**config.mk**
```make
export PLATFORM = sky130hd
export DESIGN_NAME = spectrum_out
export DESIGN_NICKNAME = d
export VERILOG_FILES = /design/src/kalman_pkg.sv /design/src/spectrum_out.sv
export VERILOG_INCLUDE_DIRS = /design/src
export SDC_FILE = /design/constraint.sdc
export NUM_CORES = 1
export LEC_CHECK = 0
export BUFFER_PORTS_ARGS = -buffer_cell sky130_fd_sc_hd__buf_2
export CAP_MARGIN = 20
export CELL_PAD_IN_SITES_DETAIL_PLACEMENT = 0
export CELL_PAD_IN_SITES_GLOBAL_PLACEMENT = 1
export CORE_AREA = 2 2 101 103
export CTS_CLUSTER_DIAMETER = 200
export DETAILED_ROUTE_END_ITERATION = 10
export DIE_AREA = 0 0 103 105
export PLACE_DENSITY = 0.72
export SLEW_MARGIN = 40
export SYNTH_ARGS = -nofsm -noshare
export SYNTH_HDL_FRONTEND = slang
export SYNTH_SLANG_ARGS = --single-unit
```
**constraint.sdc**
```tcl
create_clock -name clk_i -period 4.05 [get_ports clk_i]
set_clock_uncertainty 0.05 [all_clocks]
set_input_delay 0.405 -clock clk_i [delete_from_list [all_inputs] [get_ports clk_i]]
set_output_delay 0.405 -clock clk_i [all_outputs]
set_load 0.02 [all_outputs]
```
**src/kalman_defs.svh**
```systemverilog
`ifndef KALMAN_DEFS_SVH
`define KALMAN_DEFS_SVH

// number of resonators, one per tracked harmonic.
`define HARMONICS_NUM 4

// signed q1.17 word.
`define FX_WIDTH 18
`define FX_FRAC 17

`endif

```
**src/kalman_pkg.sv**
```systemverilog
`include "kalman_defs.svh"

package kalman_pkg;

	typedef logic signed [`FX_WIDTH-1:0] fx_t;
	typedef logic [$clog2(`HARMONICS_NUM)-1:0] harm_idx_t;

	typedef enum logic [1:0] {
		COEF_COS = 2'd0,
		COEF_SIN = 2'd1,
		COEF_K1 = 2'd2,
		COEF_K2 = 2'd3
	} coef_field_e;

	typedef struct packed {
		logic wr;
		harm_idx_t harm;
		coef_field_e field;
		fx_t data;
	} coef_wr_t;

	typedef struct packed {
		fx_t cos;
		fx_t sin;
		fx_t k1;
		fx_t k2;
	} harm_coef_t;

	typedef enum logic [2:0] {
		OP_IDLE = 3'd0,
		OP_CLR_SUM = 3'd1,
		OP_PREDICT = 3'd2,
		OP_ERROR = 3'd3,
		OP_CORRECT = 3'd4
	} mac_op_e;

	typedef enum logic [2:0] {
		S_IDLE = 3'd0,
		S_CLEAR = 3'd1,
		S_PREDICT = 3'd2,
		S_ERROR = 3'd3,
		S_CORRECT = 3'd4
	} seq_state_e;

	typedef struct packed {
		mac_op_e op;
		harm_idx_t harm;
	} mac_cmd_t;

	typedef struct packed {
		logic valid;
		harm_idx_t harm;
		fx_t amp;
	} amp_wr_t;

endpackage

```
**src/spectrum_out.sv**
```systemverilog
`include "kalman_defs.svh"

module spectrum_out (
	input  logic                  clk_i,
	input  logic                  harmonics_rst,
	input  kalman_pkg::amp_wr_t   amp_wr_i,
	input  kalman_pkg::harm_idx_t amp_rd_addr_i,
	output kalman_pkg::fx_t       amp_o
);

	kalman_pkg::fx_t amp_tab [`HARMONICS_NUM];
	kalman_pkg::fx_t amp_q;

	always_ff @(posedge clk_i) begin
		if (harmonics_rst) begin
			for (int i = 0; i < `HARMONICS_NUM; i++) begin
				amp_tab[i] <= '0;
			end
		end else if (amp_wr_i.valid) begin
			amp_tab[amp_wr_i.harm] <= amp_wr_i.amp;
		end
	end

	// registered read, one cycle after the address.
	always_ff @(posedge clk_i) begin
		if (harmonics_rst) begin
			amp_q <= '0;
		end else begin
			amp_q <= amp_tab[amp_rd_addr_i];
		end
	end

	assign amp_o = amp_q;

endmodule

```
# ---- After elaboration in Yosys (flattened, before gate mapping)
# Memories as Yosys holds them, arrays and structs flattened. A register that Yosys moved wholly into a read port is not among the register bits.
# Cells that the tools add are included.
dict set report totals {
  ram_bits 72
  reg_bits 0
  in_bits 25
  memories 1
  wordCells 10
  output_inout_bits 18
}
dict set report op_classes {
  n_reduce_logical 1
  muxes 8
}
# memory depth width rd rd_clocked_by_memory_dff wr line
set mem_list {}
lappend mem_list {amp_tab 4 18 1 1 4 spectrum_out.sv:11} ;# kalman_pkg::fx_t amp_tab [`HARMONICS_NUM];
# cell count
set ops {}
lappend ops {{$mux 18} 1}
lappend ops {{$reduce_or 18->1} 1}
lappend ops {{$mux 1} 6}
lappend ops {{$mux 2} 1}

# ---- Depth between registers and ports, before layout
dict set report logic_depth {
  ltp_word 5
  ltp_mapped 5
  ltp_nobuf 2
}

# ---- Worst setup path after synthesis
# OpenSTA, ideal clock, no wires.
dict set report synth_timing {
  path_type {input to register}
  from {in harmonics_rst}
  to {mem amp_tab[0][0] (netlist bit) (enable)}
  cell_stages 3
  arrival_ns 1.432
  setup_ns 0.375
  setup_slack_ns 2.193
  required_ns 3.625
  path_buffers 1
  path_cell_list {buf_6 -> nor4b_4 -> or2_1}
}
# item line
set synth_lines {}
lappend synth_lines {{from (decl)} spectrum_out.sv:5} ;# input logic harmonics_rst,
lappend synth_lines {{to (decl)} spectrum_out.sv:11}

==> summary.md <==
| Metric | Value |
|---|---|
| Initial antenna violation count | 0 |
| Hold_buf cts | 0 |
| CP max FO | 19 |
| Initial core utilization | ~38% |
| Post-Route Setup TNS | 0 ns |
| Post-Syn Area | 0.003638 mm2 |
| Placed cells | 403 |
| Period utilisation layout | between 40% and 50% |
| Post-synthesis sequential area ratio | 69.33% |
| RSZ-0062 raised after global routing | false |
| Die Wd | approximately 100 um |
| Multi-input gate area | 0.001040 mm2 |
| Final Critical Period | 1.869 ns |
| Crit-path max cell delay | 0.72 ns |
| Post-CTS Resized | 0 |
| Final Instance Count excl. Fillers | 419 |
| TritonCTS Buffers | 9 |
| Worst Path Arrival | 1.82 ns |
| Worst VDD drop | 0.0001433 V |
| Max cap viols | 0 |
| Syn nets | 265 |
| Number of global-route vias before repair | 2094 |
| GPL Wtd Cong | 0.6922 |
| Total number of vias | 1941 |
| Crit end category | flip-flop |
| Rows | 36 |
| Status | complete, no violations |
| Post-DRT Antenna Nets | 0 |
| Top Ports | 43 |
| Die ar. | 0.01082 mm2 |
| Clk_lat worst skew | 0.35 ns |
| Number of diodes | 0 |
| Post-synth top area cell | edfxtp_1 |
| Slew Limit Fails | 0 |
| Drt initial violations | between 60 and 70 |
| Slowest-stage cell, CP | nor4b_4 |
| Core ar. | 0.009639 mm2 |
| Fmax | 535.0 MHz |
| Synth top area share | 59.42% |
| Number of fill cells | about 910 |
| Most frequent cells in the layout | and2_1, edfxtp_1, buf_2 |
| Share of cells above drive strength 1 | 23.78% |
| Die H | 105 um |
| Measured slew at the worst slew-check pin | 0.7908 ns |
| Root Buffer | clkbuf_8 |
| Drt total wl | between 6000 and 7000 um |
| Port Buffers | 42 |
| Final-report hold violation count | 0 |
| Number of vias per cell | ~4.6 |
| Residual DRC | 0 |
| Post-CTS setup buffers | 0 |
| Synth Warn # | 0 |
| Critical path launch point type | input port |
| Worst hold path type | input port to flip-flop |
| Data required time of the worst path | 4.00 ns |
| Gr usage total | 13.42% |
| Synth-to-layout area growth | 15.10% |
| Synth cell types | 17 |
| # nets final | a little over 300 |
| Final number of setup-violating endpoints | 0 |
| CTS Buffer Depth | 2 |
| DR pass1 iterations | 4 |
| Wire length per cell | between 15 and 20 um |
| Pin count of the biggest net entering global routing | 24 |
| Synth area leaders | edfxtp_1, and2_1, dfxtp_1, mux2i_1, o22ai_1 |
| Max_slew headroom | 47.04% |
| Synthesized flop and latch total | 90 |
| H-tree lvl count | 3 |
| WS Path Type | input port to flip-flop |
| Overflow after GRT | 0 |
| Power density over the cells | 470.4 mW/mm2 |
| Clock transition at path regs | roughly 0.090 ns |
| Gate Count Post-Synth | 240 |
| Avg Cell Area, Syn | 15.16 um2 |
| TritonCTS clock tree | yes |
| FF/Latch Area | 0.002522 mm2 |
| Critical Path, Cell by Cell | buf_2 > nor4b_4 > or2_2 |
| P_leak | 1.637 nW |
| Clk sinks | 90 |
| First-pass GRT wire length | between 10000 and 15000 um |
[layout make-up]
class                           instances  share of cell area (%)
Tap cell                              133                   3.974
Timing Repair Buffer                   43                   5.199
Clock buffer                            9                   2.958
Multi-Input combinational cell        137                   24.83
Sequential cell                        90                   60.23
Clock inverter                          7                   2.808
[sequential cells by signal (all words and copies together) (netlist names)]
signal / flops
amp_tab: 72
amp_o: 18
[report_power, final]
group,total (W),switching [W],internal (W)
clock network,0.000724,0.000316,0.000408
logic,0.000160,0.000100,0.0000599
registers,0.00109,0.0000161,0.00107
[worst max-delay path, delay by kind of cell]
| kind | cells | cell delay, ns |
|---|---|---|
| and+or+nand+nor | 2 | 1.25 |
| buffers and inverters | 1 | 0.16 |
[metrics by stage]
step           worst slack, ns  total power, W  hold slack, ns  utilization, %  area [um2]
6_report                 2.181        0.001970          0.3160           43.45        4188
2_1_floorplan            2.193        0.001210          0.4288               -        3638
4_1_cts                  1.899        0.001987          0.2997           43.42        4185
5_1_grt                  2.049        0.002045          0.2994           43.45        4188
3_3_place_gp             1.572        0.001266          0.4641           40.84        3936
3_5_place_dp             1.512        0.001271          0.4653           40.91        3944
[layer usage]
layer | vias up | wire length (um) | track usage [%]
met3 | 14 | 201 | 2.676
met2 | 35 | 3294 | 21.94
met5 | - | 0 | 0
met4 | 0 | 157 | 6.861
li1 | 950 | - | -
met1 | 942 | 2919 | 16.62
[cell usage after synthesis]
library cell	count
buf_2	6
buf_4	3
o21bai_1	1
and2_1	72
buf_6	3
mux2i_1	36
or2_1	3
dfxtp_1	18
clkbuf_1	1
edfxtp_1	72
nand2_1	1
nand2b_1	1
nor4b_4	1
and4bb_2	2
o22ai_1	18
nor2b_2	1
a31o_2	1
[cells by family (layout without fill, tap and decap cells)]
group | count (synthesis) | after routing | share of synthesized area, %
AOI/OAI and AO/OA | 20 | 20 | 3.542
buffers and inverters | 13 | 59 | 2.476
DFF | 90 | 90 | 69.33
muxes | 36 | 36 | 9.904
and+or+nand+nor | 81 | 81 | 14.75
[final timing paths]
kind | from | to | slack (ns) | depth (start not counted)
max | harmonics_rst | amp_tab[0][3] | 2.18 | 3
min reg2reg | amp_tab[2][16] | amp_o[16] | 0.49 | 2
max reg2reg | amp_tab[1][14] | amp_o[14] | 3.20 | 2
min | amp_wr_i[17] | amp_tab[1][17] | 0.32 | 2
(Power assumes the default switching activity.)
