===== config.mk =====
export PLATFORM = sky130hd
export DESIGN_NAME = harmonic_seq
export DESIGN_NICKNAME = d
export VERILOG_FILES = /design/src/kalman_pkg.sv /design/src/harmonic_seq.sv
export VERILOG_INCLUDE_DIRS = /design/src
export SDC_FILE = /design/constraint.sdc
export NUM_CORES = 1
export LEC_CHECK = 0
export BUFFER_PORTS_ARGS = -buffer_cell sky130_fd_sc_hd__buf_2
export CAP_MARGIN = 5
export CORE_AREA = 2 2 39 41
export DETAILED_ROUTE_END_ITERATION = 8
export DIE_AREA = 0 0 41 43
export PLACE_DENSITY_LB_ADDON = 0.12
export SLEW_MARGIN = 5
export SYNTH_ARGS = -nofsm -noshare
export SYNTH_HDL_FRONTEND = slang
export SYNTH_SLANG_ARGS = --single-unit
export TNS_END_PERCENT = 10

===== constraint.sdc =====
create_clock -name clk_i -period 3.4 [get_ports clk_i]
set_clock_uncertainty 0.2 [all_clocks]
set_input_delay 0.34 -clock clk_i [delete_from_list [all_inputs] [get_ports clk_i]]
set_output_delay 0.34 -clock clk_i [all_outputs]
set_load 0.02 [all_outputs]

===== src/kalman_defs.svh =====
`ifndef KALMAN_DEFS_SVH
`define KALMAN_DEFS_SVH

// number of resonators, one per tracked harmonic.
`define HARMONICS_NUM 4

// signed q1.17 word.
`define FX_WIDTH 18
`define FX_FRAC 17

`endif


===== src/kalman_pkg.sv =====
`include "kalman_defs.svh"

package kalman_pkg;

	typedef logic signed [`FX_WIDTH-1:0] fx_t;
	typedef logic [$clog2(`HARMONICS_NUM)-1:0] harm_idx_t;

	typedef enum logic [1:0] {
		COEF_COS = 2'd0,
		COEF_SIN = 2'd1,
		COEF_K1 = 2'd2,
		COEF_K2 = 2'd3
	} coef_field_e;

	typedef struct packed {
		logic wr;
		harm_idx_t harm;
		coef_field_e field;
		fx_t data;
	} coef_wr_t;

	typedef struct packed {
		fx_t cos;
		fx_t sin;
		fx_t k1;
		fx_t k2;
	} harm_coef_t;

	typedef enum logic [2:0] {
		OP_IDLE = 3'd0,
		OP_CLR_SUM = 3'd1,
		OP_PREDICT = 3'd2,
		OP_ERROR = 3'd3,
		OP_CORRECT = 3'd4
	} mac_op_e;

	typedef enum logic [2:0] {
		S_IDLE = 3'd0,
		S_CLEAR = 3'd1,
		S_PREDICT = 3'd2,
		S_ERROR = 3'd3,
		S_CORRECT = 3'd4
	} seq_state_e;

	typedef struct packed {
		mac_op_e op;
		harm_idx_t harm;
	} mac_cmd_t;

	typedef struct packed {
		logic valid;
		harm_idx_t harm;
		fx_t amp;
	} amp_wr_t;

endpackage


===== src/harmonic_seq.sv =====
`include "kalman_defs.svh"

module harmonic_seq (
	input  logic                 clk_i,
	input  logic                 harmonics_rst,
	input  logic                 enable_i,
	output logic                 busy_o,
	output kalman_pkg::mac_cmd_t cmd_o
);

	localparam kalman_pkg::harm_idx_t LAST_HARM =
		kalman_pkg::harm_idx_t'(`HARMONICS_NUM - 1);

	kalman_pkg::seq_state_e state_q;
	kalman_pkg::seq_state_e state_d;
	kalman_pkg::harm_idx_t harm_q;
	kalman_pkg::harm_idx_t harm_d;
	logic last_harm;

	// compare against the count, the index need not wrap.
	assign last_harm = (harm_q == LAST_HARM);

	always_comb begin
		state_d = state_q;
		harm_d = harm_q;
		cmd_o.op = kalman_pkg::OP_IDLE;
		cmd_o.harm = harm_q;
		case (state_q)
			kalman_pkg::S_IDLE: begin
				harm_d = '0;
				if (enable_i) begin
					state_d = kalman_pkg::S_CLEAR;
				end
			end
			kalman_pkg::S_CLEAR: begin
				cmd_o.op = kalman_pkg::OP_CLR_SUM;
				state_d = kalman_pkg::S_PREDICT;
			end
			kalman_pkg::S_PREDICT: begin
				cmd_o.op = kalman_pkg::OP_PREDICT;
				if (last_harm) begin
					harm_d = '0;
					state_d = kalman_pkg::S_ERROR;
				end else begin
					harm_d = harm_q + 1'b1;
				end
			end
			kalman_pkg::S_ERROR: begin
				cmd_o.op = kalman_pkg::OP_ERROR;
				state_d = kalman_pkg::S_CORRECT;
			end
			kalman_pkg::S_CORRECT: begin
				cmd_o.op = kalman_pkg::OP_CORRECT;
				if (last_harm) begin
					harm_d = '0;
					state_d = kalman_pkg::S_IDLE;
				end else begin
					harm_d = harm_q + 1'b1;
				end
			end
			default: begin
				harm_d = '0;
				state_d = kalman_pkg::S_IDLE;
			end
		endcase
	end

	always_ff @(posedge clk_i) begin
		if (harmonics_rst) begin
			state_q <= kalman_pkg::S_IDLE;
			harm_q <= '0;
		end else begin
			state_q <= state_d;
			harm_q <= harm_d;
		end
	end

	assign busy_o = (state_q != kalman_pkg::S_IDLE); // 2n+2 cycles per update.

endmodule


Word-level counts from Yosys, hierarchy flattened
Cells that the tools add are included.
{"block": "totals", "ff_bits": 5, "inputBits": 3, "output_inout_bits": 6, "elab_cells": 23}
{"block": "op_classes", "add_sub_neg": 1, "n_eq_ne": 8, "mux": 7, "n_reduce_logical": 5}
{"op": "one-hot mux 3 bit (5 select lines)", "count": 1}
{"op": "one-hot mux 3 bit (4 select lines)", "count": 1}
{"op": "2-to-1 mux 3 bit", "count": 3}
{"op": "equality test 3 x 2 -> 1 bit, second input constant", "count": 2}
{"op": "inequality test 2 bit, second input constant", "count": 3}
{"op": "one-hot mux 2 bit (2 select lines)", "count": 1}
{"op": "OR reduction 2 bit", "count": 2}
{"op": "equality test 3 x 1 -> 1 bit, second input constant", "count": 1}
{"op": "equality test 3 bit, second input constant", "count": 1}
{"op": "zero test 3 bit", "count": 1}
{"op": "AND reduction 3 bit", "count": 1}
{"op": "nonzero test 3 bit", "count": 1}
{"op": "adder 2 x 1 -> 2 bit, second input constant", "count": 1}
{"op": "equality test 2 bit, second input constant", "count": 1}
{"op": "2-to-1 mux 2 bit", "count": 1}

Depth between registers and ports, before layout
Gate-level depths: netlist of the first run.
{"block": "depth", "word_depth": 3, "ltp_mapped": 3, "mapped_depth_nobuf": 3}

Worst setup path before layout of the first run
No wires, ideal clock.
{"block": "synth_path", "path_kind": "register -> output", "start": "register state_q[2]", "end": "output port cmd_o[4] (netlist name)", "arrival_ns": 0.991, "t_required_ns": 2.860, "slack_ns": 1.869, "path_stages_with_launch": 3, "n_path_buf": 1, "path_cell_list": "dfxtp_1 > buf_2 > nor3b_1"}
{"item": "start: declaration", "line_no": "harmonic_seq.sv:14", "rtl": "kalman_pkg::seq_state_e state_q;"}
{"item": "start signal: assignment", "line_no": "harmonic_seq.sv:70", "rtl": "state_q <= kalman_pkg::S_IDLE;"}
{"item": "start signal: assignment", "line_no": "harmonic_seq.sv:73", "rtl": "state_q <= state_d;"}
{"item": "end: declaration", "line_no": "harmonic_seq.sv:8", "rtl": "output kalman_pkg::mac_cmd_t cmd_o"}

Final worst setup path of the first run
{"block": "layout_path", "start": "register state_q[0]", "end": "output port busy_o"}
{"block": "layout_via", "elab_chain_cells": 1}
{"item": "nonzero test 3 bit", "line_no": "harmonic_seq.sv:78", "rtl": "assign busy_o = (state_q != kalman_pkg::S_IDLE);"}
{"item": "end: declaration", "line_no": "harmonic_seq.sv:7", "rtl": "output logic busy_o,"}
No other way between the ends.

==> impl_results.md, run 1 <==
* Status: finished clean
* Drt wl/cell at ~9.9 microns
* Max-slew violations at 0
* H-tree levels at 1
* Drt first pass iters at 2
* Worst Tran Pin Value at 0.320 ns
* First-pass GRT wire length at between 800 and 900 microns
* Hold Crit Class: input port to register
* Via count at 229
* Post-CTS Setup Bufs at 0
* Worst VDD drop at 0.144 mV
* PortBufs at 8
* Fin area at approximately 330 sq um
* Diode count at 0
* Synth Warn # at 0
* Setup_tns at 0 ns
* Remaining Overflow, GRT at 0
* Post-Synth Simple-Gate Area at 0.274
* Nets at 41
* CP Cell Sequence: or3_1 > buf_2
* Max-Slew Margin vs Limit at 0.786
* Post-synthesis sequential area ratio at 0.377
* Adder-Cell Fraction of Synth Area at 0.0472
* Share of cells above drive strength 1 at 0.306
* Syn_area_per_cell at 9.82 sq um
* Multi-input logic area at around 140 sq um
* Hold path depth at 2
* TritonCTS clock tree: done
* CP Class: register to primary output
* Post-DP Area at 302 sq um
* Post-Synth XOR/XNOR Area at 0.0660
* Mux contribution to synthesized area at 0.0377
* Largest net degree at the start of global routing at 11
* Top cell type's share of synthesized area at 0.377
* Max Cap Violations at 0
* Area delta synth->final at 23.6%
* Max Fclk at between 0.5 and 0.6 GHz
* Hold_buf cts at 0
* Final cycle utilization of the critical path at 0.502
* Fin crit period at between 1.5 and 2 ns
* CTS Root Cell: clkbuf_4
* Clock tree buffer depth at 2
* FILL cells at between 150 and 200
* Die Y at approximately 43 microns
* Synth area leaders: dfxtp_1, a32o_1, nor3b_1
* Startpoint types: register
* GRT Util Overall at 0.0782
* Clk slew on worst S/H paths at 0.04 ns
* Endpoint required time on the critical path at ~2.9 ns
* Resized cells post-CTS at 0
* Core footprint at around 1400 sq um
* Synth Instances at 27
* Num CTS Buffers at 3
* Leakage Power at around 0.15 nW
* Die footprint at between 1500 and 2000 sq um
* Num Clock Sinks at 5
* DRC viols at 0
* Slowest stage cell on the critical path: dfxtp_1
* Initial core utilization at 0.192
* RSZ-0062 raised after global routing: false
* GP Congestion at 0.650
* Final setup fails at 0
* Post-synth top area cell: dfxtp_1
* CP Data Arrival Time at between 1 and 1.5 ns
* Worst setup EP type: primary output
* Largest family of logic cells by synthesized area: simple AND/OR/NAND/NOR gates
* FF/Latch Area at about 100 sq um
* Width of the die at about 40 microns
* Syn Std Cell Area at about 270 sq um
* Vias/cell at 4.40
* Iteration-0 DRC count of the detailed router at 3
* Vias in the first global route at 228
* Hold violation count in the final report at 0
* Max incr delay on CP at slightly below 0.4 ns
* Ports at 9
* Crit Path Max Fanout at 10
* Skew-Pair Late Insertion Delay at around 0.24 ns
* Cell Rows at 14
* Pwr/cell area at about 500 nW/um^2
* R2R cell count at 3
* Drt total wl at a little over 500 microns
* Post-route antenna net violation count at 0
* Yosys reg bits at 5
* Synth cell types at 19
* Synth Area in Compound Gates at 0.0943
* Initial antenna violation count at 0
* Net count after synthesis at 31
[worst max-delay path: cells and delay by family (launching register included)]
kind,cells,cell delay (ns)
simple gates,1,0.37
flops,1,0.39
buf+inv,1,0.16
[metrics by stage]
| step | hold slack [ns] | cells | power, mW | util | setup WS, ns |
|---|---|---|---|---|---|
| floorplan | 0.209 | 27 | 0.0931 | - | 1.87 |
| global placement | 0.336 | 48 | 0.0985 | 0.218 | 1.95 |
| detailed placement | 0.331 | 48 | 0.0985 | 0.218 | 1.94 |
| CTS | 0.150 | 52 | 0.170 | 0.237 | 1.66 |
| global route | 0.164 | 52 | 0.178 | 0.237 | 1.60 |
| finish | 0.158 | 52 | 0.166 | 0.237 | 1.69 |
[layout by cell type (no fill, tap or decap), drive strengths merged]
master,instances
a21oi,1
a32o,2
buf,8
clkbuf,4
dfxtp,5
ha,1
inv,1
mux2i,1
nand3b,1
nor2,1
nor2b,2
nor3,1
nor3b,2
nor4,2
or3,1
or4b,1
xnor2,1
xor2,1
[metal layers]
layer	vias up	share of wire	track usage
met2	5	0.50	0.0938
li1	116	-	-
met4	0	0	0.0800
met5	-	0	0
met3	0	0.068	0.0314
met1	108	0.43	0.0958
[power by group]
| part | internal [mW] | switching (mW) | total [mW] |
|---|---|---|---|
| combinational | 0.0125 | 0.0153 | 0.0278 |
| sequential | 0.0626 | 0.00706 | 0.0696 |
| clock | 0.0444 | 0.0243 | 0.0686 |
[cells by family (layout without fill, tap and decap cells)]
| kind of cell | Yosys count | count (layout) |
|---|---|---|
| xor+xnor | 2 | 2 |
| simple gates | 11 | 11 |
| mux | 1 | 1 |
| fa+ha+maj | 1 | 1 |
| compound gates | 3 | 3 |
| buf+inv | 4 | 13 |
| flops | 5 | 5 |
[cell type report]
class,instances,area share
multi-input cells,18,0.420
flip-flops and latches,5,0.305
repair buffers,8,0.122
clock buffers,4,0.0802
well taps,16,0.0611
inverters,1,0.0115
[registers in the layout, indices dropped and copies added, names as in the netlist]
| name | count |
|---|---|
| state_q | 3 |
| harm_q | 2 |
[cell usage after synthesis (all sizes together)]
cell and instances:
dfxtp 5, buf 3, a32o 2, nor2b 2
nor3b 2, nor4 2, a21oi 1, ha 1
inv 1, mux2i 1, nand3b 1, nor2 1
nor3 1, or3 1, or4b 1, xnor2 1
xor2 1
[path summary, 6_finish.rpt]
kind / start / endpoint / slack (ns)
worst max-delay path: state_q[0] / busy_o / 1.69
worst min-delay path: harmonics_rst / state_q[2] / 0.16
worst max register to register: harm_q[0] / state_q[2] / 1.96
worst min register to register: harm_q[1] / harm_q[1] / 0.34
Power figures use the tool's default switching activity.
==> inputs of run 2 (changes only) <==
==> constraint.sdc (replaced) <==
create_clock -name clk_i -period 1.5 [get_ports clk_i]
set_clock_uncertainty 0.2 [all_clocks]
set_input_delay 0.15 -clock clk_i [delete_from_list [all_inputs] [get_ports clk_i]]
set_output_delay 0.15 -clock clk_i [all_outputs]
set_load 0.02 [all_outputs]
==> run 2 against run 1 <==
Compared with the run above: die area did not move; critical path depth did not move; clock power rose by 130%; non-clock buffer count rose by 4; sequential share of layout area fell by 2.0 points; global-route usage rose by 0.91 points; hold slack got worse by 0.14 ns; flip-flop and latch count did not move; via count rose by 3.1%; register-to-register slack got worse by 1.9 ns.
==> impl_results.md, run 2 (synthesis results as in run 1) <==
* PnR Total Power at around 0.40 mW
* Hold Crit Class: input port to register
* Drt total wl at 562 microns
* Worst VDD drop at 0.274 mV
* Final cycle utilization of the critical path at 0.970
* GRT Util Overall at 0.0873
* Status: finished clean
* Top Layer Used: met4
* Initial core utilization at 0.192
* Skew-Pair Late Insertion Delay at ~0.24 ns
* First-pass GRT wire length at 959 microns
* Post-DP HPWL at between 300 and 400 microns
* RSZ-0062 raised after global routing: false
* Max Cap Violations at 0
* Initial antenna violation count at 0
* Via count at between 200 and 250
* Crit Path Max Fanout at 10
* Most frequent cells in the layout: buf_2, buf_4, clkbuf_4, dfxtp_1
* WL met3 at ~34 microns
* H-tree levels at 1
* Width of the die at 41 microns
* Max incr delay on CP at around 0.37 ns
* Ports at 9
* Final setup fails at 0
* Diode count at 0
* Vias/cell at 4.21
* Slowest stage cell on the critical path: dfxtp_4
* DRC viols at 0
* Largest delay share family, worst path: flip-flops
* Core footprint at approximately 1400 sq um
* Dpl cells at just under 50
* Max-Slew Margin vs Limit at 0.843
* Hold violation count in the final report at 0
* Drt wl/cell at approximately 10 microns
* Max-slew violations at 0
* Max reg flops at 3
* Cell Rows at 14
* Area delta synth->final at 42.0%
* PortBufs at 8
* Setup slack, reg-to-reg at roughly 0.070 ns
* Startpoint types: register
* CP Class: register to primary output
* Worst Tran Pin Value at between 0.2 and 0.25 ns
* Setup_tns at 0 ns
* Final Util at 0.272
* Top flop regs: state_q x3, harm_q x2
* Drt first pass iters at 4
* Pwr/cell area at about 1100 nW/um^2
* CTS Root Cell: clkbuf_4
* CP Cell Sequence: or3_1 > buf_6
* Clk slew on worst S/H paths at about 0.04 ns
* WL met2 at about 250 microns
* Die footprint at about 1800 sq um
* CP Data Arrival Time at between 1 and 1.5 ns
* TritonCTS clock tree: done
* M1 WL at approximately 270 microns
* Leakage Power at ~0.18 nW
* Final Non-Filler Cells at 56
* Nets at 45
* GP Congestion at 0.713
* Biggest register: state_q
* Remaining Overflow, GRT at 0
* Die Y at roughly 43 microns
* Commonest non-fill, non-tap cell in the layout: buf_2
* Clock tree buffer depth at 2
* Post-route antenna net violation count at 0
* Num CTS Buffers at 3
* Worst path buffer plus inverter count at 1
* Share of cells above drive strength 1 at 0.400
* Num Clock Sinks at 5
* Max Fclk at a little under 0.7 GHz
* Worst setup EP type: primary output
* Fin crit period at 1.46 ns
* Vias in the first global route at 208
* Largest net degree at the start of global routing at 11
* Iteration-0 DRC count of the detailed router at 9
* Endpoint required time on the critical path at approximately 1.2 ns
## run 2: cell types whose count changed in the layout (fill, tap and decap cells not counted)
cell and delta:
buf_2 -2, buf_4 +4, buf_6 +1, dfxtp_1 -2
dfxtp_4 +2, dlygate4sd3_1 +1
## run 2: worst reg2reg max path, delay by kind of cell (launching register included)
family	cells	cell delay, ns
AOI/OAI and AO/OA	1	0.14
adders and majority gates	1	0.23
DFF	1	0.33
and+or+nand+nor	1	0.46
## run 2: power by group
group	internal [mW]	switching (mW)
combinational	0.0449	0.0427
sequential	0.142	0.0116
clock	0.101	0.0577
total	0.288	0.112
## run 2: timing repair
| action | CTS | global route |
|---|---|---|
| setup buffers | 0 | 2 |
| hold endpoints to repair | 3 | 0 |
| hold buffers | 1 | 0 |
| endpoints found under the setup margin | 2 | 2 |
| gates resized for setup | 2 | 5 |
## run 2: path summary, 6_finish.rpt
path / from / depth (start not counted) / endpoint
max: state_q[0] / 2 / busy_o
min: enable_i / 3 / state_q[0]
max reg2reg: harm_q[0] / 3 / state_q[2]
min reg2reg: state_q[0] / 1 / state_q[0]
## run 2: stage by stage
step	area (sq um)	hold slack (ns)	setup WS (ns)
2_1_floorplan	265	0.0191	0.0349
3_3_place_gp	309	0.213	0.0989
3_5_place_dp	309	0.214	0.0739
4_1_cts	348	0.0172	0.0208
5_1_grt	377	0.0415	0.00414
6_report	377	0.0183	0.0445
## run 2: final cells by class
| class | count | area (sq um) |
|---|---|---|
| Clock buffer | 4 | 26.3 |
| Fill cell | 165 | 1010 |
| Inverter | 1 | 3.75 |
| Multi-Input combinational cell | 18 | 138 |
| Sequential cell | 5 | 108 |
| Tap cell | 16 | 20.0 |
| Timing Repair Buffer | 12 | 81.3 |
## run 2: routing by layer
| metal | up-vias | track usage |
|---|---|---|
| met5 | - | 0 |
| met4 | 0 | 0.100 |
| met3 | 2 | 0.0314 |
| met2 | 5 | 0.100 |
| met1 | 101 | 0.109 |
| li1 | 128 | - |
==> inputs of run 3 (changes only) <==
--- a/config.mk
+++ b/config.mk
@@ -12,6 +12,7 @@
 export DETAILED_ROUTE_END_ITERATION = 8
 export DIE_AREA = 0 0 41 43
 export PLACE_DENSITY_LB_ADDON = 0.12
+export RECOVER_POWER = 100
 export SLEW_MARGIN = 5
 export SYNTH_ARGS = -nofsm -noshare
 export SYNTH_HDL_FRONTEND = slang
==> run 3 against run 2 <==
Compared with the run above: maximum frequency about the same; critical endpoint unchanged; sequential power about the same; flip-flop and latch count unchanged; clock power about the same.
==> impl_results.md, run 3 (synthesis results as in run 1) <==
* Top Layer Used: met3
* PortBufs at 8
* Post-DP HPWL at just under 400 microns
* Final setup fails at 0
* WL met3 at a little over 30 microns
* Max Fclk at 0.687 GHz
* Startpoint types: register
* Slowest stage cell on the critical path: dfxtp_4
* Diode count at 0
* Core footprint at 1380 sq um
* Hold violation count in the final report at 0
* Via count at between 200 and 250
* Largest delay share family, worst path: flip-flops
* Remaining Overflow, GRT at 0
* Num CTS Buffers at 3
* Clk slew on worst S/H paths at ~0.04 ns
* FF/Latch Area at approximately 110 sq um
* Most frequent cells in the layout: clkbuf_1, buf_4, clkbuf_4, dfxtp_1
* Share of cells above drive strength 1 at 0.300
* Final cycle utilization of the critical path at 0.970
* Clock tree buffer depth at 2
* Drt wl/cell at roughly 10 microns
* GP Congestion at about 0.71
* CP Class: register to primary output
* PnR Total Power at ~0.4 mW
* Pwr/cell area at about 1100 nW/um^2
* Num Clock Sinks at 5
* Width of the die at 41 microns
* Fin crit period at approximately 1.5 ns
* M1 WL at 268 microns
* Skew-Pair Late Insertion Delay at about 0.24 ns
* Post-route antenna net violation count at 0
* Worst Tran Pin Value at 0.313 ns
* Crit Path Max Fanout at 10
* Largest net degree at the start of global routing at 11
* Setup_tns at 0 ns
* Vias/cell at ~4.3
* Iteration-0 DRC count of the detailed router at 9
* Die Y at about 43 microns
* Max-slew violations at 0
* First-pass GRT wire length at roughly 960 microns
* Endpoint required time on the critical path at around 1.2 ns
* Max incr delay on CP at between 0.3 and 0.4 ns
* CTS Root Cell: clkbuf_4
* Area delta synth->final at 40.1%
* CP Cell Sequence: or3_1 > buf_6
* Initial antenna violation count at 0
* Commonest non-fill, non-tap cell in the layout: clkbuf_1
* H-tree levels at 1
* RSZ-0062 raised after global routing: false
* Worst VDD drop at about 0.27 mV
* Max Cap Violations at 0
* WL met2 at 261 microns
* Ports at 9
* Leakage Power at about 0.16 nW
* Status: finished clean
* Nets at 45
* FILL cells at ~170
* Cell Rows at 14
* DRC viols at 0
* GRT Util Overall at 0.0873
* Initial core utilization at 0.192
* Drt first pass iters at 4
* TritonCTS clock tree: done
* Top flop regs: state_q x3, harm_q x2
* Max reg flops at 3
* Biggest register: state_q
* Die footprint at ~1800 sq um
* Max-Slew Margin vs Limit at 0.791
* Worst setup EP type: primary output
* Worst path buffer plus inverter count at 1
* Vias in the first global route at around 210
* Multi-input logic area at about 140 sq um
* Hold Crit Class: input port to register
* Drt total wl at around 560 microns
* CP Data Arrival Time at between 1 and 1.5 ns
==> run 3: changes by cell type in the layout (fill, tap and decap cells not counted), sizes merged <==
cell / before / now
buf: 11 / 6
clkbuf: 4 / 9
==> run 3: per-layer routing <==
| layer | track usage | vias up |
|---|---|---|
| li1 | - | 130 |
| met1 | 0.109 | 106 |
| met2 | 0.100 | 7 |
| met3 | 0.0314 | 0 |
| met4 | 0.100 | 0 |
| met5 | 0 | - |
==> run 3: timing repair <==
item / in CTS / in global routing
setup endpoints to repair: 2 / 2
setup buffers: 0 / 2
gates resized for setup: 2 / 5
endpoints found under the hold margin: 3 / 0
hold buffers: 1 / 0
==> run 3: metrics by stage <==
stage	setup WS, ns	utilization	std cells	cell area (sq um)	hold slack, ns
after CTS	0.0208	0.251	54	348	0.0172
after global routing	0.00414	0.269	56	372	0.0415
after detailed placement	0.0739	0.223	49	309	0.214
after floorplan	0.0349	-	27	265	0.0191
final	0.0448	0.269	56	372	0.0196
after global placement	0.0989	0.223	49	309	0.213
==> run 3: cell type report <==
class,count,share of cell area
multi-input cells,18,0.370
flip-flops and latches,5,0.290
repair buffers,12,0.205
clock buffers,4,0.0707
well taps,16,0.0539
inverters,1,0.0101
==> run 3: worst reg2reg max path, delay by kind of cell (launching register included) <==
family	cells	cell delay, ns
AND/OR/NAND/NOR	1	0.46
adder cells (fa/ha/maj)	1	0.23
flip-flops	1	0.33
AO/OA/AOI/OAI	1	0.14
==> run 3: final timing paths <==
path,from,to,slack [ns],cells past startpoint
max reg2reg,harm_q[0],state_q[2],0.07,3
min,enable_i,state_q[0],0.02,3
min reg2reg,state_q[0],state_q[0],0.29,1
max,state_q[0],busy_o,0.04,2
==> run 3: where the power goes <==
part           internal, mW  switching [mW]  total, mW
Combinational        0.0430          0.0428     0.0858
Sequential            0.142          0.0117      0.154
Clock                 0.101          0.0579      0.159
Total                 0.286           0.112      0.398
