===== src/kalman_defs.svh =====
`ifndef KALMAN_DEFS_SVH
`define KALMAN_DEFS_SVH

// number of resonators, one per tracked harmonic.
`define HARMONICS_NUM 4

// signed q1.17 word.
`define FX_WIDTH 18
`define FX_FRAC 17

`endif


===== src/kalman_pkg.sv =====
`include "kalman_defs.svh"

package kalman_pkg;

	typedef logic signed [`FX_WIDTH-1:0] fx_t;
	typedef logic [$clog2(`HARMONICS_NUM)-1:0] harm_idx_t;

	typedef enum logic [1:0] {
		COEF_COS = 2'd0,
		COEF_SIN = 2'd1,
		COEF_K1 = 2'd2,
		COEF_K2 = 2'd3
	} coef_field_e;

	typedef struct packed {
		logic wr;
		harm_idx_t harm;
		coef_field_e field;
		fx_t data;
	} coef_wr_t;

	typedef struct packed {
		fx_t cos;
		fx_t sin;
		fx_t k1;
		fx_t k2;
	} harm_coef_t;

	typedef enum logic [2:0] {
		OP_IDLE = 3'd0,
		OP_CLR_SUM = 3'd1,
		OP_PREDICT = 3'd2,
		OP_ERROR = 3'd3,
		OP_CORRECT = 3'd4
	} mac_op_e;

	typedef enum logic [2:0] {
		S_IDLE = 3'd0,
		S_CLEAR = 3'd1,
		S_PREDICT = 3'd2,
		S_ERROR = 3'd3,
		S_CORRECT = 3'd4
	} seq_state_e;

	typedef struct packed {
		mac_op_e op;
		harm_idx_t harm;
	} mac_cmd_t;

	typedef struct packed {
		logic valid;
		harm_idx_t harm;
		fx_t amp;
	} amp_wr_t;

endpackage


===== src/coef_bank.sv =====
`include "kalman_defs.svh"

module coef_bank (
	input  logic                   clk_i,
	input  logic                   harmonics_rst,
	input  kalman_pkg::coef_wr_t   coef_wr_i,
	input  logic                   enable_i,
	input  logic                   busy_i,
	input  kalman_pkg::fx_t        sample_i,
	input  kalman_pkg::harm_idx_t  harm_i,
	output kalman_pkg::harm_coef_t coef_o,
	output kalman_pkg::fx_t        sample_o
);

	kalman_pkg::harm_coef_t coef_q [`HARMONICS_NUM];
	kalman_pkg::fx_t sample_q;

	always_ff @(posedge clk_i) begin
		if (harmonics_rst) begin
			for (int i = 0; i < `HARMONICS_NUM; i++) begin
				coef_q[i] <= '0;
			end
		end else if (coef_wr_i.wr) begin
			case (coef_wr_i.field) // one field per write.
				kalman_pkg::COEF_COS: begin
					coef_q[coef_wr_i.harm].cos <= coef_wr_i.data;
				end
				kalman_pkg::COEF_SIN: begin
					coef_q[coef_wr_i.harm].sin <= coef_wr_i.data;
				end
				kalman_pkg::COEF_K1: begin
					coef_q[coef_wr_i.harm].k1 <= coef_wr_i.data;
				end
				default: begin
					coef_q[coef_wr_i.harm].k2 <= coef_wr_i.data;
				end
			endcase
		end
	end

	// sample is only taken when an update is accepted.
	always_ff @(posedge clk_i) begin
		if (enable_i && !busy_i) begin
			sample_q <= sample_i;
		end
	end

	assign coef_o = coef_q[harm_i]; // follows current command.
	assign sample_o = sample_q;

endmodule


===== config.mk =====
export PLATFORM = sky130hd
export DESIGN_NAME = coef_bank
export DESIGN_NICKNAME = d
export VERILOG_FILES = /design/src/kalman_pkg.sv /design/src/coef_bank.sv
export VERILOG_INCLUDE_DIRS = /design/src
export SDC_FILE = /design/constraint.sdc
export NUM_CORES = 1
export LEC_CHECK = 0
export CORE_UTILIZATION = 45
export DETAILED_ROUTE_END_ITERATION = 6
export DONT_BUFFER_PORTS = 1
export PLACE_DENSITY = 0.71
export SYNTH_ARGS = -nofsm -noshare
export SYNTH_HDL_FRONTEND = slang
export SYNTH_SLANG_ARGS = --single-unit
export TNS_END_PERCENT = 1

===== constraint.sdc =====
create_clock -name clk_i -period 3.5 [get_ports clk_i]
set_clock_uncertainty 0.2 [all_clocks]
set_input_delay 0.175 -clock clk_i [delete_from_list [all_inputs] [get_ports clk_i]]
set_output_delay 0.175 -clock clk_i [all_outputs]
set_load 0.05 [all_outputs]

# --- Word level (Yosys, flattened, before mapping) ---
# Memories as Yosys holds them, arrays and structs flattened.
# Cells that the tools add are included.
word_totals:
  register_bits: 18
  latchBits: 0
  ram_bits: 288
  romBits: 0
  inputBits: 47
  output_inout_bits: 90
  word_cells: 30
  mem_count: 1
memory_table:
  columns: ["memory", "depth", "width", "rd", "rd_ports_with_merged_regs", "wr", "line", "text"]
  rows:
  - ["coef_q", 4, 72, 1, 0, 4, "coef_bank.sv:15", "kalman_pkg::harm_coef_t coef_q [`HARMONICS_NUM];"]
op_classes:
  addsub: 0
  mul: 0
  div_mod_pow: 0
  magnitude_cmp: 0
  eq_ne: 2
  shift: 0
  mux: 21
  bitwise: 0
  n_reduce_logical: 5
ops:
  columns: ["op", "count"]
  rows:
  - ["$mux 72", 1]
  - ["$reduce_or 72->1", 1]
  - ["$mux 1", 18]
  - ["$mux 4", 1]
  - ["$reduce_or 3->1", 1]
  - ["$eq 2x1->1 const B", 1]
  - ["$eq 2x2->1 const B", 1]
  - ["$logic_not 2->1", 1]
  - ["$mux 2", 1]
  - ["$logic_and 1x1->1", 1]
  - ["$logic_not 1->1", 1]

# --- Depth between registers and ports, before layout ---
# Gate-level depths: netlist (run 1).
logic_depth:
  word_depth: 8
  ltp_mapped: 5
  mapped_depth_nobuf: 2

# --- Worst setup path after synthesis (run 1) ---
# OpenSTA, ideal clock, no wires.
synth_timing:
  path_kind: "input port to flip-flop"
  start: "input harmonics_rst"
  end: "memory coef_q[0][18] (netlist bit), enable pin"
  setup_time_ps: 397
  arrival_ps: 2001
  required_ps: 2903
  path_slack_ps: 902
  path_stages: 5
  path_buffers: 3
  path_cell_list: "or4b_1 clkbuf_1 buf_6 buf_6 o21bai_1"
synth_lines:
  columns: ["element", "line", "text"]
  rows:
  - ["from (decl)", "coef_bank.sv:5", "input logic harmonics_rst,"]
  - ["to (decl)", "coef_bank.sv:15", null]

==> metrics.md, run 1 <==
| Metric | Value |
|---|---|
| Status | `finished, violations left` |
| Failing checks | `negative hold slack` |
| Placer congestion estimate | `just under 0.8` |
| Tmin final | `between 2 and 2.5 ns` |
| Seq/Total Area, Yosys | `around 70%` |
| CTS tree | `yes` |
| Hold Path Depth | `2` |
| CP required | `3.47 ns` |
| Netlist cell types | `18` |
| Synth Cell Area | `12850 um^2` |
| Starting Density | `a little under half` |
| Post-synth top area cell | `edfxtp_1` |
| MaxCap Viol Count | `0` |
| Largest net degree at the start of global routing | `73` |
| Drt drc | `0` |
| Critical Path Sink Type | `flip-flop` |
| IO Count | `between 100 and 150` |
| 1st-iter DRT viols | `737` |
| Final period utilization | `between 60% and 70%` |
| Worst-path clk slew | `0.06 ns` |
| RSZ-0062 raised after global routing | `no` |
| Syn nets | `791` |
| Finish-stage setup viols | `0` |
| Antenna-violating nets left | `0` |
| Full die area | `29240 um^2` |
| Crit path DAT | `2.19 ns` |
| Slew HR | `between 10% and 20%` |
| Leak Pwr | `about 0.0044 uW` |
| Final nets | `780` |
| Average wire per standard cell | `~27 um` |
| Clock buffer count from CTS | `30` |
| CTS sink count | `roughly 310` |
| I/O Buffers | `0` |
| Worst Setup Start Kind | `input port` |
| Commonest cells in the netlist | `306 x edfxtp_1, 180 x nor3_1, 72 x mux4_2` |
| Setup_tns | `0 ns` |
| Drt total wl | `between 30 and 40 mm` |
| EDFF count, synth | `roughly 310` |
| Post-synthesis to final-layout area growth | `11.69%` |
| Yosys warns | `0` |
| CTS Hold Bufs | `25` |
| Global-route wire length before repair | `45.48 mm` |
| Gr usage total | `between 20 and 25%` |
| HPWL after DPL | `18.30 mm` |
| Worst setup path class | `input port to flip-flop` |
| Post-synth top flop | `edfxtp_1` |
| Worst slew pin tran | `1.251 ns` |
| Gr ovfl total | `0` |
| Core area | `27930 um^2` |
| Synth async-reset ratio | `0%` |
| Initial antenna violation count | `2` |
| Vias in the first global route | `~7100` |
| Clock root buffer | `clkbuf_16` |
| Post-CTS Setup Bufs | `0` |
| Resized cells post-CTS | `0` |
| Drt pass-1 iters | `6` |
| Hold Crit Class | `input port to flip-flop` |
| Synthesized netlist cell count | `roughly 740` |
| WHS Endpoint | `coef_q[1][32]$_SDFFCE_PN0P_` |
| Clock tree buffer depth | `3` |
| Hold Startpoint | `harmonics_rst` |
| VDD IR max | `roughly 0.47 mV` |
| Layout cells sized above 1 | `24.50%` |
| Synth top area share | `between 70% and 80%` |
| Dominant cells by area after synthesis | `edfxtp_1 71%, mux4_2 13%, nor3_1 7.0%` |
| Fin Hold WS | `-0.0006587 ns` |
| Final hold violation count | `1` |
| Final max-slew violation count | `0` |
| Fmax | `around 450 MHz` |
| Syn Area/Cell | `17.27 um^2` |
| Routed vias | `6859` |
| H-tree levels | `1` |
| Die Span Y | `~170 um` |
| PwrDens | `a little under 600 nW/um^2` |
| Cell Rows | `61` |
| Seq cells post-synth | `306` |
| Die X | `around 170 um` |
| Largest fanout on the critical path | `20` |
| Vias per inst | `6.043` |
| Top-count cell post-synth | `edfxtp_1` |
-- worst max path at each step --
stage | startpoint | end | slack (ns) | cells past startpoint
floorplan | harmonics_rst | coef_q[0][18]$_SDFFCE_PN0P_ | 0.90 | 5
global placement | harmonics_rst | coef_q[0][10]$_SDFFCE_PN0P_ | 0.87 | 2
detailed placement | harmonics_rst | coef_q[0][10]$_SDFFCE_PN0P_ | 0.77 | 2
CTS | coef_wr_i[18] | coef_q[3][0]$_DFFE_PP_ | 1.29 | 3
global route | coef_wr_i[18] | coef_q[3][5]$_DFFE_PP_ | 1.21 | 3
finish | coef_wr_i[19] | coef_q[3][13]$_DFFE_PP_ | 1.28 | 3
-- critical path, cell delays in order --
cell,delay (ns)
dlygate4sd3_1,0.62
nand2_2,0.29
o21bai_2,1.07
-- where the power goes --
| part | switching (uW) | internal, uW |
|---|---|---|
| sequential | 111 | 4260 |
| clock | 1300 | 1750 |
| combinational | 651 | 206 |
-- cell families (layout without fill, tap and decap cells) --
logic type	Yosys count	count (layout)	synth area share [%]
buffers and inverters	107	118	3.573
and+or+nand+nor	243	243	11.38
other	0	2	0
DFF	306	306	71.50
AOI/OAI and AO/OA	16	16	0.9346
muxes	72	72	12.62
-- metrics by stage --
| step | instance area [um^2] | std cells | total power, uW | util, % | worst slack (ns) |
|---|---|---|---|---|---|
| final | 14360 | 1135 | 8283 | 51.39 | 1.279 |
| after global routing | 14360 | 1135 | 8491 | 51.39 | 1.209 |
| after CTS | 14350 | 1133 | 8322 | 51.37 | 1.295 |
| after detailed placement | 13180 | 1054 | 5287 | 47.18 | 0.7674 |
| after global placement | 13180 | 1054 | 5257 | 47.18 | 0.8719 |
| after floorplan | 12850 | 744 | 5144 | - | 0.9023 |
-- layout by cell type (no fill, tap or decap) --
cell / instances
buf_4: 21
bufinv_16: 2
clkbuf_1: 9
clkbuf_16: 31
clkinv_1: 8
clkinv_2: 4
diode_2: 2
dlygate4sd3_1: 25
edfxtp_1: 306
inv_1: 18
mux4_2: 72
nand2_2: 1
nand2b_2: 2
nand3_1: 1
nand3b_1: 18
nand4bb_4: 2
nor2b_1: 1
nor3_1: 180
nor3_2: 36
o21bai_1: 4
o21bai_2: 12
or2_2: 1
or4b_4: 1
-- routing by layer --
metal  vias to the layer above  part of all wire [%]  track usage, %
li1                       2945                     -               -
met1                      3468                    37           27.38
met2                       383                    50           36.06
met3                        63                   9.5           4.881
met4                         0                   3.3           8.734
met5                         -                     0               0
-- state kept, by name (all words and copies together), names as in the netlist --
name,cells
coef_q,288
sample_o,18
-- area by class of cell --
class,count,area [um^2]
sequential,306,9189
fill,2288,13580
multi-input combinational,331,3293
tap,378,473.0
clock buffer,40,809.5
antenna,2,5.005
inverter,18,67.56
clock inverter,14,110.1
timing repair buffer,46,407.9
No activity file was read; power rests on OpenSTA's default activity.
==> run 2, diff against run 1 <==
ABC_AREA = 1   (was default)
clock period = 2.2 ns   (was 3.5 ns; I/O delays follow)
==> run 2 against run 1 <==
  * The run now ends clean
  * Cell count up 47%
  * Die area up 2.4%
  * Core utilization up 1.4 points
  * Area after synthesis up 2.5%
  * Largest cell class unchanged
  * Largest power group unchanged
==> metrics.md, run 2 <==
| Metric | Value |
|---|---|
| Status | `finished clean` |
| Leak Pwr | `0.005862 uW` |
| Post-synthesis to final-layout area growth | `15.28%` |
| Met3 Track Usage GR | `between 4 and 5%` |
| Placed instance area | `between 10000 and 15000 um^2` |
| Synth top area share | `between 60% and 70%` |
| Final Core Density | `a little over half` |
| IO Count | `between 100 and 150` |
| Crit-path leading delay family | `buffers and inverters` |
| Global-route wire length before repair | `roughly 50 mm` |
| Worst path most repeated cell | `dlygate4sd3_1` |
| Tmin final | `around 2.1 ns` |
| Clock buffer count from CTS | `30` |
| Crit path DAT | `about 2.3 ns` |
| Worst-path clk slew | `roughly 0.060 ns` |
| HPWL after DPL | `just over 20 mm` |
| Top-count cell post-synth | `edfxtp_1` |
| I/O Buffers | `0` |
| Vias per inst | `approximately 5.3` |
| Netlist cell types | `17` |
| Setup_tns | `0 ns` |
| Biggest register | `coef_q` |
| CTS Hold Bufs | `64` |
| Starting Density | `a little under half` |
| Final period utilization | `roughly 94%` |
| Slew HR | `approximately 59%` |
| Gr usage total | `between 20% and 30%` |
| Fmax | `just under 500 MHz` |
| Met2 usage | `between 30% and 40%` |
| WHS Endpoint | `coef_q[1][53]$_SDFFCE_PN0P_` |
| Vias in the first global route | `about 8600` |
| Post-synth top area cell | `edfxtp_1` |
| Drt pass-1 iters | `5` |
| Initial antenna violation count | `0` |
| 1st-iter DRT viols | `between 1000 and 1500` |
| Largest fanout on the critical path | `18` |
| Cell Rows | `62` |
| CP required | `between 2 and 2.5 ns` |
| RSZ-0062 raised after global routing | `no` |
| Design Area, Final | `roughly 15000 um^2` |
| PwrDens | `around 900 nW/um^2` |
| Seq cells post-synth | `between 300 and 400` |
| Final max-slew violation count | `0` |
| Synthesized netlist cell count | `about 1200` |
| Antenna-violating nets left | `0` |
| EDFF count, synth | `roughly 310` |
| MaxCap Viol Count | `0` |
| Seq/Total Area, Yosys | `69.78%` |
| Synth async-reset ratio | `0%` |
| Syn nets | `1244` |
| Commonest cells in the netlist | `306 x edfxtp_1, 217 x nor2_1, 181 x nand2_1` |
| Clock root buffer | `clkbuf_16` |
| Hold Startpoint | `coef_wr_i[22]` |
| Largest net degree at the start of global routing | `about 290` |
| Routed vias | `a little under 9000` |
| Crit path buf inv count | `3` |
| Placer congestion estimate | `between 0.8 and 0.9` |
| CTS sink count | `roughly 310` |
| Dominant cells by area after synthesis | `edfxtp_1 70%, nor2_1 6.2%, nand2_1 5.2%` |
| Hold Crit Class | `input port to flip-flop` |
| Critical path cell sequence | `dlygate4sd3_1, nor2_4, dlygate4sd3_1, nand2_1, buf_4, nor2_1` |
| Finish-stage setup viols | `0` |
| Full die area | `around 30000 um^2` |
| Post-synth top flop | `edfxtp_1` |
| Number of flip-flops in the largest register | `about 290` |
| CP max-delay cell | `dlygate4sd3_1` |
| Post-CTS Setup Bufs | `0` |
| Drt total wl | `approximately 34 mm` |
| Average wire per standard cell | `around 20 um` |
| Commonest cells after routing, fill and taps aside | `306 x edfxtp_1, 217 x nor2_1, 181 x nand2_1, 171 x inv_1, 74 x a21oi_1` |
| Synth Cell Area | `about 13000 um^2` |
| Worst path max stage delay | `0.62 ns` |
| H-tree levels | `1` |
| Hold Path Depth | `5` |
| Final nets | `around 1300` |
| Drt drc | `0` |
| Global Route met1 Usage | `30.04%` |
| Commonest non-fill, non-tap cell in the layout | `edfxtp_1` |
| Core area | `approximately 29000 um^2` |
| Critical Path Sink Type | `flip-flop` |
| Clock tree buffer depth | `3` |
| Grt peak-use layer | `met2` |
| Yosys warns | `0` |
| Syn Area/Cell | `between 10 and 15 um^2` |
| Worst setup path class | `input port to flip-flop` |
| Layout cells sized above 1 | `under 10%` |
| Die Span Y | `roughly 170 um` |
| Gr ovfl total | `0` |
| Die X | `~170 um` |
| Fill count | `approximately 2400` |
| Final hold violation count | `0` |
| VDD IR max | `roughly 0.64 mV` |
| CTS tree | `yes` |
| Worst Setup Start Kind | `input port` |
| Resized cells post-CTS | `0` |
| N_diodes | `0` |
| Worst slew pin tran | `0.6174 ns` |
-- run 2: changes by cell type after synthesis, sizes merged, moves of 74 or more --
cell,before,now
nor3,216,0
inv,18,172
nand2,1,193
nor2,0,221
a21oi,0,74
-- run 2: area by class of cell --
type	count	area, um^2	share of cell area (%)
clock buffer	42	817.0	5.382
timing repair buffer	110	985.9	6.495
multi-input combinational	638	2915	19.21
inverter	172	645.6	4.253
tap	384	480.5	3.165
clock inverter	14	146.4	0.9644
sequential	306	9189	60.53
-- run 2: through the flow --
step,cells,hold slack (ns),total power (uW),setup slack [ns]
finish,1666,0.02497,13560,0.1276
global route,1666,0.03243,13910,0.06918
global placement,1546,0.008914,8496,0.5477
CTS,1666,0.001659,13580,0.1780
floorplan,1197,0.008869,8266,0.1499
detailed placement,1546,0.008906,8531,0.5301
-- run 2: worst max-delay path by stage --
stage / startpoint / to / cells after the start
final: harmonics_rst / coef_q[1][69]$_SDFFCE_PN0P_ / 6
after global routing: harmonics_rst / coef_q[2][33]$_SDFFCE_PN0P_ / 6
after CTS: harmonics_rst / coef_q[1][69]$_SDFFCE_PN0P_ / 6
after detailed placement: coef_wr_i[21] / coef_q[1][65]$_SDFFCE_PN0P_ / 6
after global placement: coef_wr_i[21] / coef_q[0][66]$_SDFFCE_PN0P_ / 6
after floorplan: harmonics_rst / coef_q[3][0]$_DFFE_PP_ / 5
-- run 2: power by group --
part	leakage (uW)	switching (uW)	total (uW)	internal, uW
Combinational	0.00249	1160	1460	302
Clock	0.000466	2120	5060	2940
Sequential	0.00291	192	7040	6850
-- run 2: cell families (layout without fill, tap and decap cells) --
logic type,count (synthesis),in the layout,synth area share [%]
simple gates,420,420,12.49
flops,306,306,69.78
compound gates,218,218,9.654
buf+inv,253,338,8.077
-- run 2: layer usage --
| layer | up-vias | wire, um |
|---|---|---|
| met5 | - | 0 |
| met1 | 4225 | 13390 |
| li1 | 4100 | - |
| met2 | 449 | 15820 |
| met3 | 74 | 3399 |
| met4 | 0 | 1124 |
==> run 3, diff against run 2 <==
GPL_TIMING_DRIVEN = 0   (was default)
==> run 3 against run 2 <==
  * The flow now finishes with violations (negative setup slack)
  * Setup slack got worse by 0.23 ns
  * Hold slack improved by 0.024 ns
  * Die area stayed put
  * Sequential cell count is the same
  * Count of clock-buffer cells in the layout shrank 5
  * Maximum frequency is 9.9% lower
  * Critical endpoint is now coef_o[32]
  * Largest power group unchanged
  * Highest routed layer unchanged
==> metrics.md, run 3 (same netlist as run 2, synthesis figures left out) <==
| Metric | Value |
|---|---|
| Clock Power Share | `approximately 39%` |
| Register share of total power | `between 40% and 50%` |
| Finish-stage setup viols | `2` |
| Starting Density | `about 46%` |
| HPWL after DPL | `approximately 26 mm` |
| Leak Pwr | `0.006023 uW` |
| Number of flip-flops in the largest register | `288` |
| Gr ovfl total | `0` |
| Worst slew pin tran | `0.9363 ns` |
| Gr usage total | `about a quarter` |
| PwrDens | `911.2 nW/um^2` |
| Int Power | `about 10000 uW` |
| Critical path cell sequence | `o21ai_0, nand2_2` |
| Setup_tns | `-0.1144 ns` |
| Global-route wire length before repair | `roughly 56 mm` |
| Cell Rows | `62` |
| Hold Crit Class | `input port to flip-flop` |
| Setup ws final | `-0.1012 ns` |
| Final nets | `between 1000 and 1500` |
| IO Count | `roughly 140` |
| Drt drc | `0` |
| Largest net degree at the start of global routing | `19` |
| Fill count | `2345` |
| Status | `finished, violations left` |
| Largest fanout on the critical path | `1` |
| Final max-slew violation count | `0` |
| Failing checks | `negative setup slack` |
| CP required | `~1.9 ns` |
| VDD IR max | `0.6235 mV` |
| Clock tree buffer depth | `3` |
| Worst Setup Start Kind | `flip-flop` |
| Placer congestion estimate | `about 0.94` |
| Die Span Y | `173.1 um` |
| 1st-iter DRT viols | `between 1000 and 1500` |
| Routed vias | `approximately 9500` |
| Antenna-violating nets left | `0` |
| Critical Path Sink Type | `output pin` |
| N_diodes | `0` |
| Drt pass-1 iters | `6` |
| Vias per inst | `5.531` |
| Worst-path clk slew | `0.06 ns` |
| Fmax | `roughly 430 MHz` |
| Final hold violation count | `0` |
| Sw Pwr | `3854 uW` |
| Worst setup path class | `flip-flop to output pin` |
| Clock buffer count from CTS | `31` |
| CTS tree | `yes` |
| Drt total wl | `approximately 39 mm` |
| MaxCap Viol Count | `0` |
| CP max-delay cell | `o21ai_0` |
| I/O Buffers | `0` |
| RSZ-0062 raised after global routing | `yes` |
| Switching portion of total power | `about 27%` |
| Commonest cells after routing, fill and taps aside | `306 x edfxtp_1, 216 x nor2_1, 171 x inv_1, 128 x nand2_1, 83 x dlygate4sd3_1` |
| Average wire per standard cell | `roughly 23 um` |
| Die X | `between 150 and 200 um` |
| Layout cells sized above 1 | `12.84%` |
| H-tree levels | `1` |
| Design Area, Final | `roughly 16000 um^2` |
| Biggest register | `coef_q` |
| Placed instance area | `approximately 14000 um^2` |
| Full die area | `between 20000 and 30000 um^2` |
| Commonest non-fill, non-tap cell in the layout | `edfxtp_1` |
| Crit path DAT | `1.99 ns` |
| Tmin final | `2.301 ns` |
| Comb pwr share | `12.0%` |
| Core area | `28780 um^2` |
| Final period utilization | `104.6%` |
| Slew HR | `a little under two fifths` |
| Clock root buffer | `clkbuf_16` |
| Initial antenna violation count | `0` |
| Vias in the first global route | `9179` |
| CTS sink count | `306` |
| Post-synthesis to final-layout area growth | `19.46%` |
| Worst path max stage delay | `between 0.6 and 0.7 ns` |
## run 3: cell count changes in the layout (fill, tap and decap cells not counted), sizes merged
cell,previous run,this run
clkbuf,42,72
dlygate4sd3,64,83
bufinv,3,6
buf,46,48
clkinv,10,12
clkinvlp,0,1
inv,173,174
## run 3: repair_timing
| item | CTS | global route |
|---|---|---|
| buffers inserted | 0 | 0 |
| hold endpoints to repair | 273 | 0 |
| pin swaps | 0 | 1 |
| endpoints found under the setup margin | 72 | 92 |
| hold buffers | 83 | 0 |
| gates resized for setup | 25 | 48 |
## run 3: per-stage QoR
stage / hold slack, ns / util (%) / total power (uW) / cells / setup WS (ns)
floorplan: 0.008869 / - / 8266 / 1197 / 0.1499
global placement: 0.008915 / 47.42 / 8664 / 1581 / -0.3768
detailed placement: 0.008908 / 47.55 / 8708 / 1583 / -0.2742
CTS: 0.005162 / 54.30 / 14270 / 1724 / 0.01739
global route: 0.06859 / 54.66 / 14660 / 1724 / -0.09251
finish: 0.04875 / 54.66 / 14330 / 1724 / -0.1012
## run 3: cell type report
type	count	area, um^2	area share [%]
timing repair buffer	85	860.8	5.472
clock inverter	21	259.0	1.647
tap	384	480.5	3.054
sequential	306	9189	58.42
inverter	172	645.6	4.104
buffer	81	434.2	2.760
clock buffer	37	798.3	5.075
multi-input combinational	638	3063	19.47
## run 3: power groups by stage
stage                     sequential [uW]  combinational [uW]  clock, uW
after floorplan                      7120                1140          0
after global placement               7170                1500          0
after detailed placement             7180                1530          0
after CTS                            7060                1660       5560
after global routing                 7090                1800       5760
final                                7060                1720       5550
## run 3: per-layer routing
layer  global-route usage (%)  routed length [um]  vias to the layer above
met1                    34.56               14930                     4628
met4                    8.923                1209                        0
li1                         -                   -                     4227
met2                    40.17               18120                      603
met5                        0                   0                        -
met3                    7.718                5019                       77
## run 3: worst paths after layout
check	startpoint	end	slack [ns]	depth (start not counted)
hold / removal	coef_wr_i[22]	coef_q[0][39]$_SDFFCE_PN0P_	0.05	4
setup / recovery	coef_q[0][32]$_SDFFCE_PN0P_	coef_o[32]	-0.10	2
## run 3: worst max-delay path, delay by kind of cell (launching register included)
kind | cells | cell delay [ns]
AO/OA/AOI/OAI | 1 | 0.66
flip-flops | 1 | 0.37
AND/OR/NAND/NOR | 1 | 0.38
